## src/logic/tx_config.svh

```systemverilog
// Frame timing and payload length limits for the Ethernet transmit test block
// Included by the RTL and testbench files that need these values
`ifndef TX_CONFIG_SVH
`define TX_CONFIG_SVH

// Count of 0x55 bytes ahead of the SFD
`define TX_PREAMBLE_LEN 7

// Idle cycles after the last FCS byte before busy drops
`define TX_IPG_LEN 12

// Payload length field width, enough for 1500
`define TX_LEN_W 11

// Legal payload range, no padding is done
`define TX_MIN_LEN 46
`define TX_MAX_LEN 1500

`endif

```

## src/logic/tx_pkg.sv

```systemverilog
// Shared types for the Ethernet transmit test block
// Referenced by scoped name from the sequencer, CRC and output mux
package tx_pkg;

	// Frame phases in the order they are sent
	typedef enum logic [2:0] {
		IDLE     = 3'd0,
		PREAMBLE = 3'd1,
		SFD      = 3'd2,
		PAYLOAD  = 3'd3,
		FCS      = 3'd4,
		GAP      = 3'd5
	} tx_phase_e;

	// One CRC word, seen whole for the update
	// or as bytes for the FCS, byte 0 goes out first
	typedef union packed {
		logic [31:0]     word;
		logic [3:0][7:0] bytes;
	} crc_word_u;

endpackage

```

## src/logic/frame_sequencer.sv

```systemverilog
// Frame phase FSM for the transmit test block
// Steps through preamble, SFD, payload, FCS and gap on each accepted start
`timescale 1ns/1ps
`include "tx_config.svh"

module frame_sequencer (
	input  logic                    tx_clk,
	input  logic                    rst_n,
	input  logic                    start,
	input  logic [`TX_LEN_W-1:0]    payload_len,
	input  logic [7:0]              pattern_base,
	output logic                    busy,
	output tx_pkg::tx_phase_e       phase,
	output logic [7:0]              seq_byte,
	output logic [`TX_LEN_W-1:0]    seq_index
);

	// Last index of the fixed-length phases
	localparam logic [`TX_LEN_W-1:0] PRE_LAST = `TX_PREAMBLE_LEN - 1;
	localparam logic [`TX_LEN_W-1:0] FCS_LAST = 3;
	localparam logic [`TX_LEN_W-1:0] IPG_LAST = `TX_IPG_LEN - 1;
	localparam logic [`TX_LEN_W-1:0] LEN_ONE  = 1;

	// Frame parameters held for the whole frame
	logic [`TX_LEN_W-1:0] len_q;
	logic [7:0]           base_q;

	logic [`TX_LEN_W-1:0] last_index;
	logic                 phase_end;
	logic                 accept;

	// Start only counts when no frame is in flight
	assign accept = start && !busy;

	// Busy covers everything but IDLE, gap included
	assign busy = (phase != tx_pkg::IDLE);

	// Incrementing pattern, wraps at 256
	assign seq_byte = base_q + seq_index[7:0];

	// Where the byte counter stops in each phase
	always_comb begin
		case (phase)
			tx_pkg::PREAMBLE: last_index = PRE_LAST;
			tx_pkg::PAYLOAD:  last_index = len_q - LEN_ONE;
			tx_pkg::FCS:      last_index = FCS_LAST;
			tx_pkg::GAP:      last_index = IPG_LAST;
			default:          last_index = '0;
		endcase
	end

	assign phase_end = (seq_index == last_index);

	// Length and pattern sampled at the accepting edge
	always_ff @(posedge tx_clk) begin
		if (accept) begin
			len_q  <= payload_len;
			base_q <= pattern_base;
		end
	end

	always_ff @(posedge tx_clk) begin
		if (!rst_n) begin
			phase     <= tx_pkg::IDLE;
			seq_index <= '0;
		end else if (phase == tx_pkg::IDLE) begin
			// Preamble starts on the same edge as busy
			seq_index <= '0;
			if (accept) begin
				phase <= tx_pkg::PREAMBLE;
			end
		end else if (phase_end) begin
			// Counter restarts for every phase
			seq_index <= '0;
			case (phase)
				tx_pkg::PREAMBLE: phase <= tx_pkg::SFD;
				tx_pkg::SFD:      phase <= tx_pkg::PAYLOAD;
				tx_pkg::PAYLOAD:  phase <= tx_pkg::FCS;
				tx_pkg::FCS:      phase <= tx_pkg::GAP;
				default:          phase <= tx_pkg::IDLE;
			endcase
		end else begin
			seq_index <= seq_index + LEN_ONE;
		end
	end

endmodule

```

## src/logic/fcs_crc32.sv

```systemverilog
// Running Ethernet CRC-32 over the payload bytes of one frame
// Reseeded in the SFD cycle, output is already inverted for the FCS
`timescale 1ns/1ps

module fcs_crc32 (
	input  logic              tx_clk,
	input  logic              rst_n,
	input  tx_pkg::tx_phase_e phase,
	input  logic [7:0]        seq_byte,
	output tx_pkg::crc_word_u crc
);

	// Reflected form of 0x04C11DB7
	localparam logic [31:0] POLY_REFL = 32'hEDB88320;

	tx_pkg::crc_word_u crc_q;

	// One byte through the LSB-first shift register
	function automatic logic [31:0] crc_byte(input logic [31:0] c_in, input logic [7:0] d);
		logic [31:0] c;
		c = c_in ^ {24'h0, d};
		for (int i = 0; i < 8; i++) begin
			if (c[0]) begin
				c = (c >> 1) ^ POLY_REFL;
			end else begin
				c = c >> 1;
			end
		end
		return c;
	endfunction

	always_ff @(posedge tx_clk) begin
		if (!rst_n) begin
			crc_q.word <= '1;
		end else if (phase == tx_pkg::SFD) begin
			// Seed just ahead of the first payload byte
			crc_q.word <= '1;
		end else if (phase == tx_pkg::PAYLOAD) begin
			crc_q.word <= crc_byte(crc_q.word, seq_byte);
		end
	end

	// Final inversion, byte order already matches the wire
	assign crc.word = ~crc_q.word;

endmodule

```

## src/logic/gmii_tx_mux.sv

```systemverilog
// GMII output stage for the transmit test block
// Picks the byte for the current phase and registers txd and tx_en
`timescale 1ns/1ps
`include "tx_config.svh"

module gmii_tx_mux (
	input  logic                 tx_clk,
	input  logic                 rst_n,
	input  tx_pkg::tx_phase_e    phase,
	input  logic [7:0]           seq_byte,
	input  logic [`TX_LEN_W-1:0] seq_index,
	input  tx_pkg::crc_word_u    crc,
	output logic [7:0]           gmii_txd,
	output logic                 gmii_tx_en
);

	localparam logic [7:0] PREAMBLE_BYTE = 8'h55;
	localparam logic [7:0] SFD_BYTE      = 8'hD5;

	logic [7:0] txd_next;
	logic       en_next;

	always_comb begin
		case (phase)
			tx_pkg::PREAMBLE: txd_next = PREAMBLE_BYTE;
			tx_pkg::SFD:      txd_next = SFD_BYTE;
			tx_pkg::PAYLOAD:  txd_next = seq_byte;
			// FCS least significant byte first
			tx_pkg::FCS:      txd_next = crc.bytes[seq_index[1:0]];
			default:          txd_next = 8'h00;
		endcase
	end

	// Enable spans preamble through the last FCS byte
	assign en_next = (phase == tx_pkg::PREAMBLE) || (phase == tx_pkg::SFD) ||
		(phase == tx_pkg::PAYLOAD) || (phase == tx_pkg::FCS);

	// One register stage to the PHY
	always_ff @(posedge tx_clk) begin
		if (!rst_n) begin
			gmii_txd   <= 8'h00;
			gmii_tx_en <= 1'b0;
		end else begin
			gmii_txd   <= txd_next;
			gmii_tx_en <= en_next;
		end
	end

endmodule

```

## src/logic/frame_tx_top.sv

```systemverilog
// Top level of the Ethernet transmit test block
// One test frame on gmii_txd for every start pulse taken while idle
`timescale 1ns/1ps
`include "tx_config.svh"

module frame_tx_top (
	input  logic                 tx_clk,
	input  logic                 rst_n,
	input  logic                 start,
	input  logic [`TX_LEN_W-1:0] payload_len,
	input  logic [7:0]           pattern_base,
	output logic [7:0]           gmii_txd,
	output logic                 gmii_tx_en,
	output logic                 busy
);

	tx_pkg::tx_phase_e    phase;
	logic [7:0]           seq_byte;
	logic [`TX_LEN_W-1:0] seq_index;
	tx_pkg::crc_word_u    crc;

	// Phase control and payload pattern
	frame_sequencer u_seq (
		.tx_clk       (tx_clk),
		.rst_n        (rst_n),
		.start        (start),
		.payload_len  (payload_len),
		.pattern_base (pattern_base),
		.busy         (busy),
		.phase        (phase),
		.seq_byte     (seq_byte),
		.seq_index    (seq_index)
	);

	// Checksum runs alongside the payload
	fcs_crc32 u_crc (
		.tx_clk   (tx_clk),
		.rst_n    (rst_n),
		.phase    (phase),
		.seq_byte (seq_byte),
		.crc      (crc)
	);

	gmii_tx_mux u_mux (
		.tx_clk     (tx_clk),
		.rst_n      (rst_n),
		.phase      (phase),
		.seq_byte   (seq_byte),
		.seq_index  (seq_index),
		.crc        (crc),
		.gmii_txd   (gmii_txd),
		.gmii_tx_en (gmii_tx_en)
	);

endmodule

```

## config.mk

```make
export PLATFORM = sky130hd
export DESIGN_NAME = frame_tx_top
export DESIGN_NICKNAME = d
export VERILOG_FILES = /design/src/logic/tx_pkg.sv /design/src/logic/frame_sequencer.sv /design/src/logic/fcs_crc32.sv /design/src/logic/gmii_tx_mux.sv /design/src/logic/frame_tx_top.sv
export VERILOG_INCLUDE_DIRS = /design/src /design/src/logic
export SDC_FILE = /design/constraint.sdc
export NUM_CORES = 1
export LEC_CHECK = 0
export BUFFER_PORTS_ARGS = -buffer_cell sky130_fd_sc_hd__buf_2
export CORE_MARGIN = 5
export CORE_UTILIZATION = 30
export CTS_CLUSTER_DIAMETER = 40
export DETAILED_ROUTE_END_ITERATION = 7
export PLACE_DENSITY_LB_ADDON = 0.1
export SLEW_MARGIN = 40
export SYNTH_ARGS = -nofsm -noshare
export SYNTH_HDL_FRONTEND = slang
export SYNTH_SLANG_ARGS = --single-unit
```

## constraint.sdc

```tcl
create_clock -name tx_clk -period 3.5 [get_ports tx_clk]
set_clock_uncertainty 0.15 [all_clocks]
set_input_delay 1.05 -clock tx_clk [delete_from_list [all_inputs] [get_ports tx_clk]]
set_output_delay 1.05 -clock tx_clk [all_outputs]
set_load 0.05 [all_outputs]
```

== Yosys cells after proc, flatten, opt, wreduce, memory -nomap -nowiden ==
Cells that the tools add are included.
Storage, ports and cells
  register bits after elaboration: 74
  input bits: 22
  output and inout bits: 10
Operators by class
  add/sub/neg operators: 3
  $lt $le $gt $ge: 1
  eq/ne operators: 7
  mux-type cells: 37
  bitwise operators: 11
  reduce and logical (&&, ||, !) cells: 11
Operators by type and width (count)
  2-to-1 mux 32 bit: 29
  inverter 13 -> 14 bit: 8
  one-hot mux 11 bit (4 select lines): 1
  inverter 32 bit: 1
  one-hot mux 8 bit (4 select lines): 1
  XOR 32 x 8 -> 32 bit: 1
  binary-select mux 8 bit (select 2 bit): 1
  one-hot mux 3 bit (4 select lines): 1
  adder 11 x 1 -> 11 bit (second input constant): 1
  equality test 11 bit: 1
  subtractor 11 x 1 -> 11 bit (second input constant): 1
  2-to-1 mux 3 bit: 3
  adder 8 bit: 1
  2-to-1 mux 8 bit: 1
  equality test 3 x 2 -> 1 bit (second input constant): 2
  equality test 3 bit (second input constant): 2
  equality test 3 x 1 -> 1 bit (second input constant): 1
  zero test 3 bit: 1
  logical OR 1 bit: 3
  less-than comparator 2 x 3 -> 1 bit (second input constant): 1
  nonzero test 3 bit: 1
  OR reduction 3 bit: 1
  inequality test 2 x 1 -> 1 bit (second input constant): 1
  AND reduction 2 bit: 1
  other kinds (5): 5

== Longest topological paths before layout ==
  word-level depth: 39
  depth in mapped cells: 11
  mapped depth without buffers: 9

== Hierarchy ==
Synthesis repeated with hierarchy kept, for this count alone.
Unflattened totals
  cells, all modules: 481
  area total of the unflattened synthesis: 4957.3 um^2
Modules (own cells, without submodules)
  fcs_crc32: times used 1, cells each 209, area an instance 2239.6 um^2, seq. area each 640.6 um^2
  frame_sequencer: times used 1, cells each 218, area an instance 2108.3 um^2, seq. area each 850.8 um^2
  gmii_tx_mux: times used 1, cells each 54, area an instance 609.3 um^2, seq. area each 180.2 um^2

== Least setup slack after synthesis ==
No wires, ideal clock.
  kind: register to register
  start point: register u_seq.base_q[0]
  end point: register u_crc.crc_q[26] (netlist name)
  setup time: 0.127 ns
  arrival: 2.693 ns
  setup slack: 0.530 ns
  cell stages (with the launch flop): 10
  path buffers: 0
  path through: edfxtp_1 > ha_1 > fa_1 > a21o_1 > a311o_1 > a21oi_4 > xnor2_4 > xnor3_2 > xnor2_1 > o21ai_1
On the way
  longest elaborated chain between the ends: 35
  elaborated cells between the ends (all ways): 37
  those cells by class: add/sub: 1; mux: 29; bitwise: 7
Ends and longest elaborated chain
  start, declared: RTL line frame_sequencer.sv:26  | logic [7:0] base_q;
  start signal, assigned: RTL line frame_sequencer.sv:58  | base_q <= pattern_base;
  adder 8 bit *: RTL line frame_sequencer.sv:39  | assign seq_byte = base_q + seq_index[7:0];
  XOR 32 x 8 -> 32 bit *: RTL line fcs_crc32.sv:21  | c = c_in ^ {24'h0, d};
  2-to-1 mux 32 bit *: RTL line fcs_crc32.sv:23  | if (c[0]) begin
  2-to-1 mux 32 bit *: RTL line fcs_crc32.sv:38  | end else if (phase == tx_pkg::PAYLOAD) begin
  2-to-1 mux 32 bit *: RTL line fcs_crc32.sv:35  | end else if (phase == tx_pkg::SFD) begin
  2-to-1 mux 32 bit *: RTL line fcs_crc32.sv:33  | if (!rst_n) begin
  2-to-1 mux 32 bit *: RTL line fcs_crc32.sv:23
  2-to-1 mux 32 bit *: RTL line fcs_crc32.sv:38
  [19 not listed]
  2-to-1 mux 32 bit *: RTL line fcs_crc32.sv:33
  inverter 13 -> 14 bit (no source line)
  2-to-1 mux 32 bit *: RTL line fcs_crc32.sv:23
  2-to-1 mux 32 bit *: RTL line fcs_crc32.sv:38
  2-to-1 mux 32 bit *: RTL line fcs_crc32.sv:35
  2-to-1 mux 32 bit *: RTL line fcs_crc32.sv:33
  inverter 13 -> 14 bit (no source line)
  2-to-1 mux 32 bit *: RTL line fcs_crc32.sv:23
  end, declared: RTL line fcs_crc32.sv:16  | tx_pkg::crc_word_u crc_q;
Mark *: on every way between the ends. The rest lies on a longest branch, timed or not. The select of a mux whose other input is x is not followed.
A chain may end at the register's enable or synchronous reset.

== Worst setup path after layout ==
Ends and elaborated chain as after synthesis.

==> flow_results.xml <==
<?xml version="1.0" encoding="UTF-8"?>
<metrics>
  <group name="yosys">
    <metric name="synth-seq-area-share" unit="">0.374</metric>
    <metric name="synth_top_cells_by_count" unit="">sky130_fd_sc_hd__dfxtp_1, sky130_fd_sc_hd__xnor2_1, sky130_fd_sc_hd__xor2_1</metric>
    <metric name="synth.lib_cells_used.distinct" unit="">65</metric>
    <metric name="synth-warning-count" unit="">0</metric>
    <metric name="synth_top_flop_cell" unit="">sky130_fd_sc_hd__dfxtp_1</metric>
    <metric name="netlist_top_cells_area" unit="">sky130_fd_sc_hd__dfxtp_1, sky130_fd_sc_hd__edfxtp_1, sky130_fd_sc_hd__xnor2_1, sky130_fd_sc_hd__xor2_1, sky130_fd_sc_hd__mux4_2</metric>
    <metric name="synth.largest_area_cell" unit="">sky130_fd_sc_hd__dfxtp_1</metric>
    <metric name="mappedNetlistNets" unit="">474</metric>
    <metric name="netlist.area_leader.share" unit="">0.246</metric>
    <metric name="yosysMostFrequentCell" unit="">sky130_fd_sc_hd__dfxtp_1</metric>
    <metric name="synthesized_netlist_cell_count" unit="">442</metric>
    <metric name="post_synth_instance_area" unit="um^2">4470</metric>
    <metric name="synth_async_sr_flop_share" unit="">0</metric>
    <metric name="synth.ff_latch_count" unit="">74</metric>
    <metric name="synth_area_per_cell" unit="um^2">10.1</metric>
    <metric name="synth_enable_flop_cells" unit="">19</metric>
  </group>
  <group name="placement">
    <metric name="placement.cell_area" unit="um^2">4890</metric>
    <metric name="hpwlAfterDp" unit="mm">8.71</metric>
    <metric name="port_buffers" unit="">31</metric>
    <metric name="gp_routability_congestion" unit="">0.862</metric>
    <metric name="placed_cells" unit="">651</metric>
  </group>
  <group name="route">
    <metric name="first_pass_iters" unit="">4</metric>
    <metric name="detail_route.drc_violations" unit="">0</metric>
    <metric name="postRouteAntennaNets" unit="">0</metric>
    <metric name="post_drt_wl_per_cell" unit="um">17.8</metric>
    <metric name="postRouteWirelength" unit="mm">11.9</metric>
    <metric name="drt_iter0_markers" unit="">286</metric>
    <metric name="num_vias" unit="">3308</metric>
    <metric name="via_to_cell_ratio" unit="">4.95</metric>
  </group>
  <group name="grt">
    <metric name="grt_max_degree" unit="">53</metric>
    <metric name="globalRouteTotalUtil" unit="">0.141</metric>
    <metric name="grt_overflow_total" unit="">0</metric>
    <metric name="wire_length_of_the_first_global_routing_pass" unit="mm">19.0</metric>
    <metric name="antenna_found_initial" unit="">0</metric>
    <metric name="grt_pass1_vias" unit="">3302</metric>
  </group>
  <group name="run">
    <metric name="timing.max_cap.violations" unit="">0</metric>
  </group>
  <group name="timing">
    <metric name="slew_headroom" unit="">0.536</metric>
    <metric name="finalCriticalPeriod" unit="ns">3.18</metric>
    <metric name="setup_violations" unit="">0</metric>
    <metric name="final.hold.worst_slack" unit="ns">0.352</metric>
    <metric name="totalNegativeSetupSlack" unit="ns">0</metric>
    <metric name="setup_repair_after_global_routing_missed_its_margin" unit="">false</metric>
    <metric name="final_worst_path_period_share" unit="">0.907</metric>
    <metric name="fmax" unit="MHz">315</metric>
    <metric name="worst_pin_slew" unit="ns">0.697</metric>
    <metric name="final-hold-violation-count" unit="">0</metric>
    <metric name="final-max-slew-violation-count" unit="">0</metric>
  </group>
  <group name="cells_and_area">
    <metric name="nets" unit="">510</metric>
    <metric name="drive_gt1_frac" unit="">0.215</metric>
    <metric name="finalNonFillerCells" unit="">668</metric>
    <metric name="layout.core_utilization" unit="">0.360</metric>
    <metric name="area.growth.synth_to_final" unit="%">17.3</metric>
    <metric name="final_cell_area" unit="um^2">5250</metric>
  </group>
  <group name="worst_hold_path">
    <metric name="timing.hold.worst.start" unit="">u_crc.crc_q[13]$_SDFFE_PP1P_</metric>
    <metric name="min_path_type" unit="">flop to flop</metric>
  </group>
  <group name="clock_network">
    <metric name="worst_skew_pair_latency" unit="ns">0.35</metric>
    <metric name="path_clk_slew" unit="ns">0.06</metric>
    <metric name="cts_buffer_depth" unit="">2</metric>
    <metric name="cts.sinks" unit="">74</metric>
    <metric name="cts.hold.buffers_added" unit="">0</metric>
    <metric name="cts_inserted_buffers" unit="">9</metric>
    <metric name="cts_htree_levels" unit="">3</metric>
    <metric name="cts-root-buf" unit="">sky130_fd_sc_hd__clkbuf_16</metric>
    <metric name="post_cts_resize_count" unit="">0</metric>
    <metric name="cts_tree" unit="">built</metric>
    <metric name="cts.repair_timing.setup_buffer_count" unit="">0</metric>
  </group>
  <group name="power">
    <metric name="irDropWorstVdd" unit="mV">0.344</metric>
    <metric name="power-per-cell-area" unit="nW/um^2">914</metric>
    <metric name="static-leakage-power" unit="nW">2.02</metric>
  </group>
  <group name="setup_path">
    <metric name="worstPathMaxFanout" unit="">8</metric>
    <metric name="ff2ff_setup_slack" unit="ns">0.32</metric>
    <metric name="worst_setup_endpoint" unit="">u_crc.crc_q[26]$_SDFFE_PP1P_</metric>
    <metric name="worst_setup_path_end_kind" unit="">flop</metric>
    <metric name="worstSetupStartpointType" unit="">flop</metric>
    <metric name="cp_class" unit="">flop to flop</metric>
    <metric name="critical_path.startpoint" unit="">u_seq.base_q[0]$_DFFE_PP_</metric>
    <metric name="timing.critical_path.arrival" unit="ns">3.24</metric>
    <metric name="critical_path.reg2reg.startpoint" unit="">u_seq.base_q[0]$_DFFE_PP_</metric>
    <metric name="register_to_register_path_depth" unit="">9</metric>
    <metric name="timing.critical_path.required" unit="ns">3.57</metric>
    <metric name="r2r-end" unit="">u_crc.crc_q[26]$_SDFFE_PP1P_</metric>
  </group>
  <group name="floorplan">
    <metric name="fp.dieW" unit="um">132</metric>
    <metric name="floorplan.die_area" unit="um^2">17500</metric>
    <metric name="core_region_area" unit="um^2">14600</metric>
    <metric name="io_pins" unit="">32</metric>
    <metric name="floorplan.initialDensity" unit="">0.307</metric>
    <metric name="floorplan.die.height" unit="um">132</metric>
    <metric name="placementRows" unit="">44</metric>
  </group>
  <group name="run_status">
    <metric name="run_status" unit="">completed</metric>
  </group>
</metrics>
## power breakdown
part | total [mW] | internal, mW | leakage [nW] | switching, mW
registers | 1.18 | 1.04 | 0.628 | 0.149
logic | 2.54 | 1.09 | 1.22 | 1.45
clock network | 1.07 | 0.701 | 0.174 | 0.373
total | 4.79 | 2.82 | 2.02 | 1.97
## cell usage in the layout, fill, tap and decap left out, drive strengths merged, types with 5 or more instances in the layout
cell type / netlist / layout
a21oi: 29 / 29
and3: 6 / 6
buf: 5 / 48
clkbuf: 18 / 14
dfxtp: 55 / 55
edfxtp: 19 / 19
ha: 9 / 9
inv: 7 / 7
mux4: 8 / 8
nand2: 33 / 33
nand3: 5 / 5
nor2: 31 / 31
nor3: 12 / 12
o211ai: 23 / 23
o21ai: 17 / 17
xnor2: 56 / 56
xnor3: 5 / 5
xor2: 40 / 40
## critical path, cell delays in order (launching register included)
cell and delay [ns]:
sky130_fd_sc_hd__edfxtp_1 0.37, sky130_fd_sc_hd__ha_1 0.24, sky130_fd_sc_hd__fa_1 0.42, sky130_fd_sc_hd__a21o_1 0.19
sky130_fd_sc_hd__a311o_1 0.38, sky130_fd_sc_hd__a21oi_4 0.24, sky130_fd_sc_hd__xnor2_4 0.25, sky130_fd_sc_hd__xnor3_2 0.56
sky130_fd_sc_hd__xnor2_1 0.18, sky130_fd_sc_hd__o21ai_1 0.07
## worst min-delay path by stage
| stage | slack, ns | cells past startpoint | end |
|---|---|---|---|
| after floorplan | 0.32 | 2 | u_crc.crc_q[13]$_SDFFE_PP1P_ |
| after global placement | 0.35 | 2 | u_crc.crc_q[13]$_SDFFE_PP1P_ |
| after detailed placement | 0.35 | 2 | u_crc.crc_q[13]$_SDFFE_PP1P_ |
| after CTS | 0.35 | 2 | u_crc.crc_q[13]$_SDFFE_PP1P_ |
| after global routing | 0.38 | 2 | u_crc.crc_q[13]$_SDFFE_PP1P_ |
| final | 0.35 | 2 | u_crc.crc_q[13]$_SDFFE_PP1P_ |
## cell type report
type | count | area (um^2)
Tap cell | 184 | 230
Inverter | 9 | 33.8
Fill cell | 1468 | 9340
Multi-Input combinational cell | 336 | 2670
Antenna cell | 1 | 2.50
Clock buffer | 14 | 318
Clock inverter | 2 | 35.0
Timing Repair Buffer | 48 | 283
Sequential cell | 74 | 1670
## per-layer routing
metal,global-route usage,vias up,part of all wire
li1,-,1647,-
met2,0.197,68,0.42
met5,0,-,0
met1,0.206,1578,0.51
met3,0.0263,15,0.045
met4,0.0669,0,0.023
## flip-flops by register name, indices dropped and copies added (netlist names), named ones only
name              flops
u_crc.crc_q          32
u_seq.len_q          11
u_seq.seq_index      11
u_mux.gmii_txd        8
u_seq.base_q          8
u_seq.phase           2
u_mux.gmii_tx_en      1
## per-stage QoR
step	worst slack (ns)	power [mW]
after floorplan	0.530	3.15
after global placement	0.391	3.76
after detailed placement	0.340	3.72
after CTS	0.303	4.84
after global routing	0.141	5.09
final	0.324	4.79
## kinds of logic after synthesis
family,Yosys count,synth area share
AOI/OAI and AO/OA,98,0.153
muxes,13,0.0520
buffers and inverters,32,0.0291
and+or+nand+nor,114,0.130
xor gates and xnor gates,101,0.233
DFF,74,0.374
adders and majority gates,10,0.0297
No activity file was read; power rests on OpenSTA's default activity.
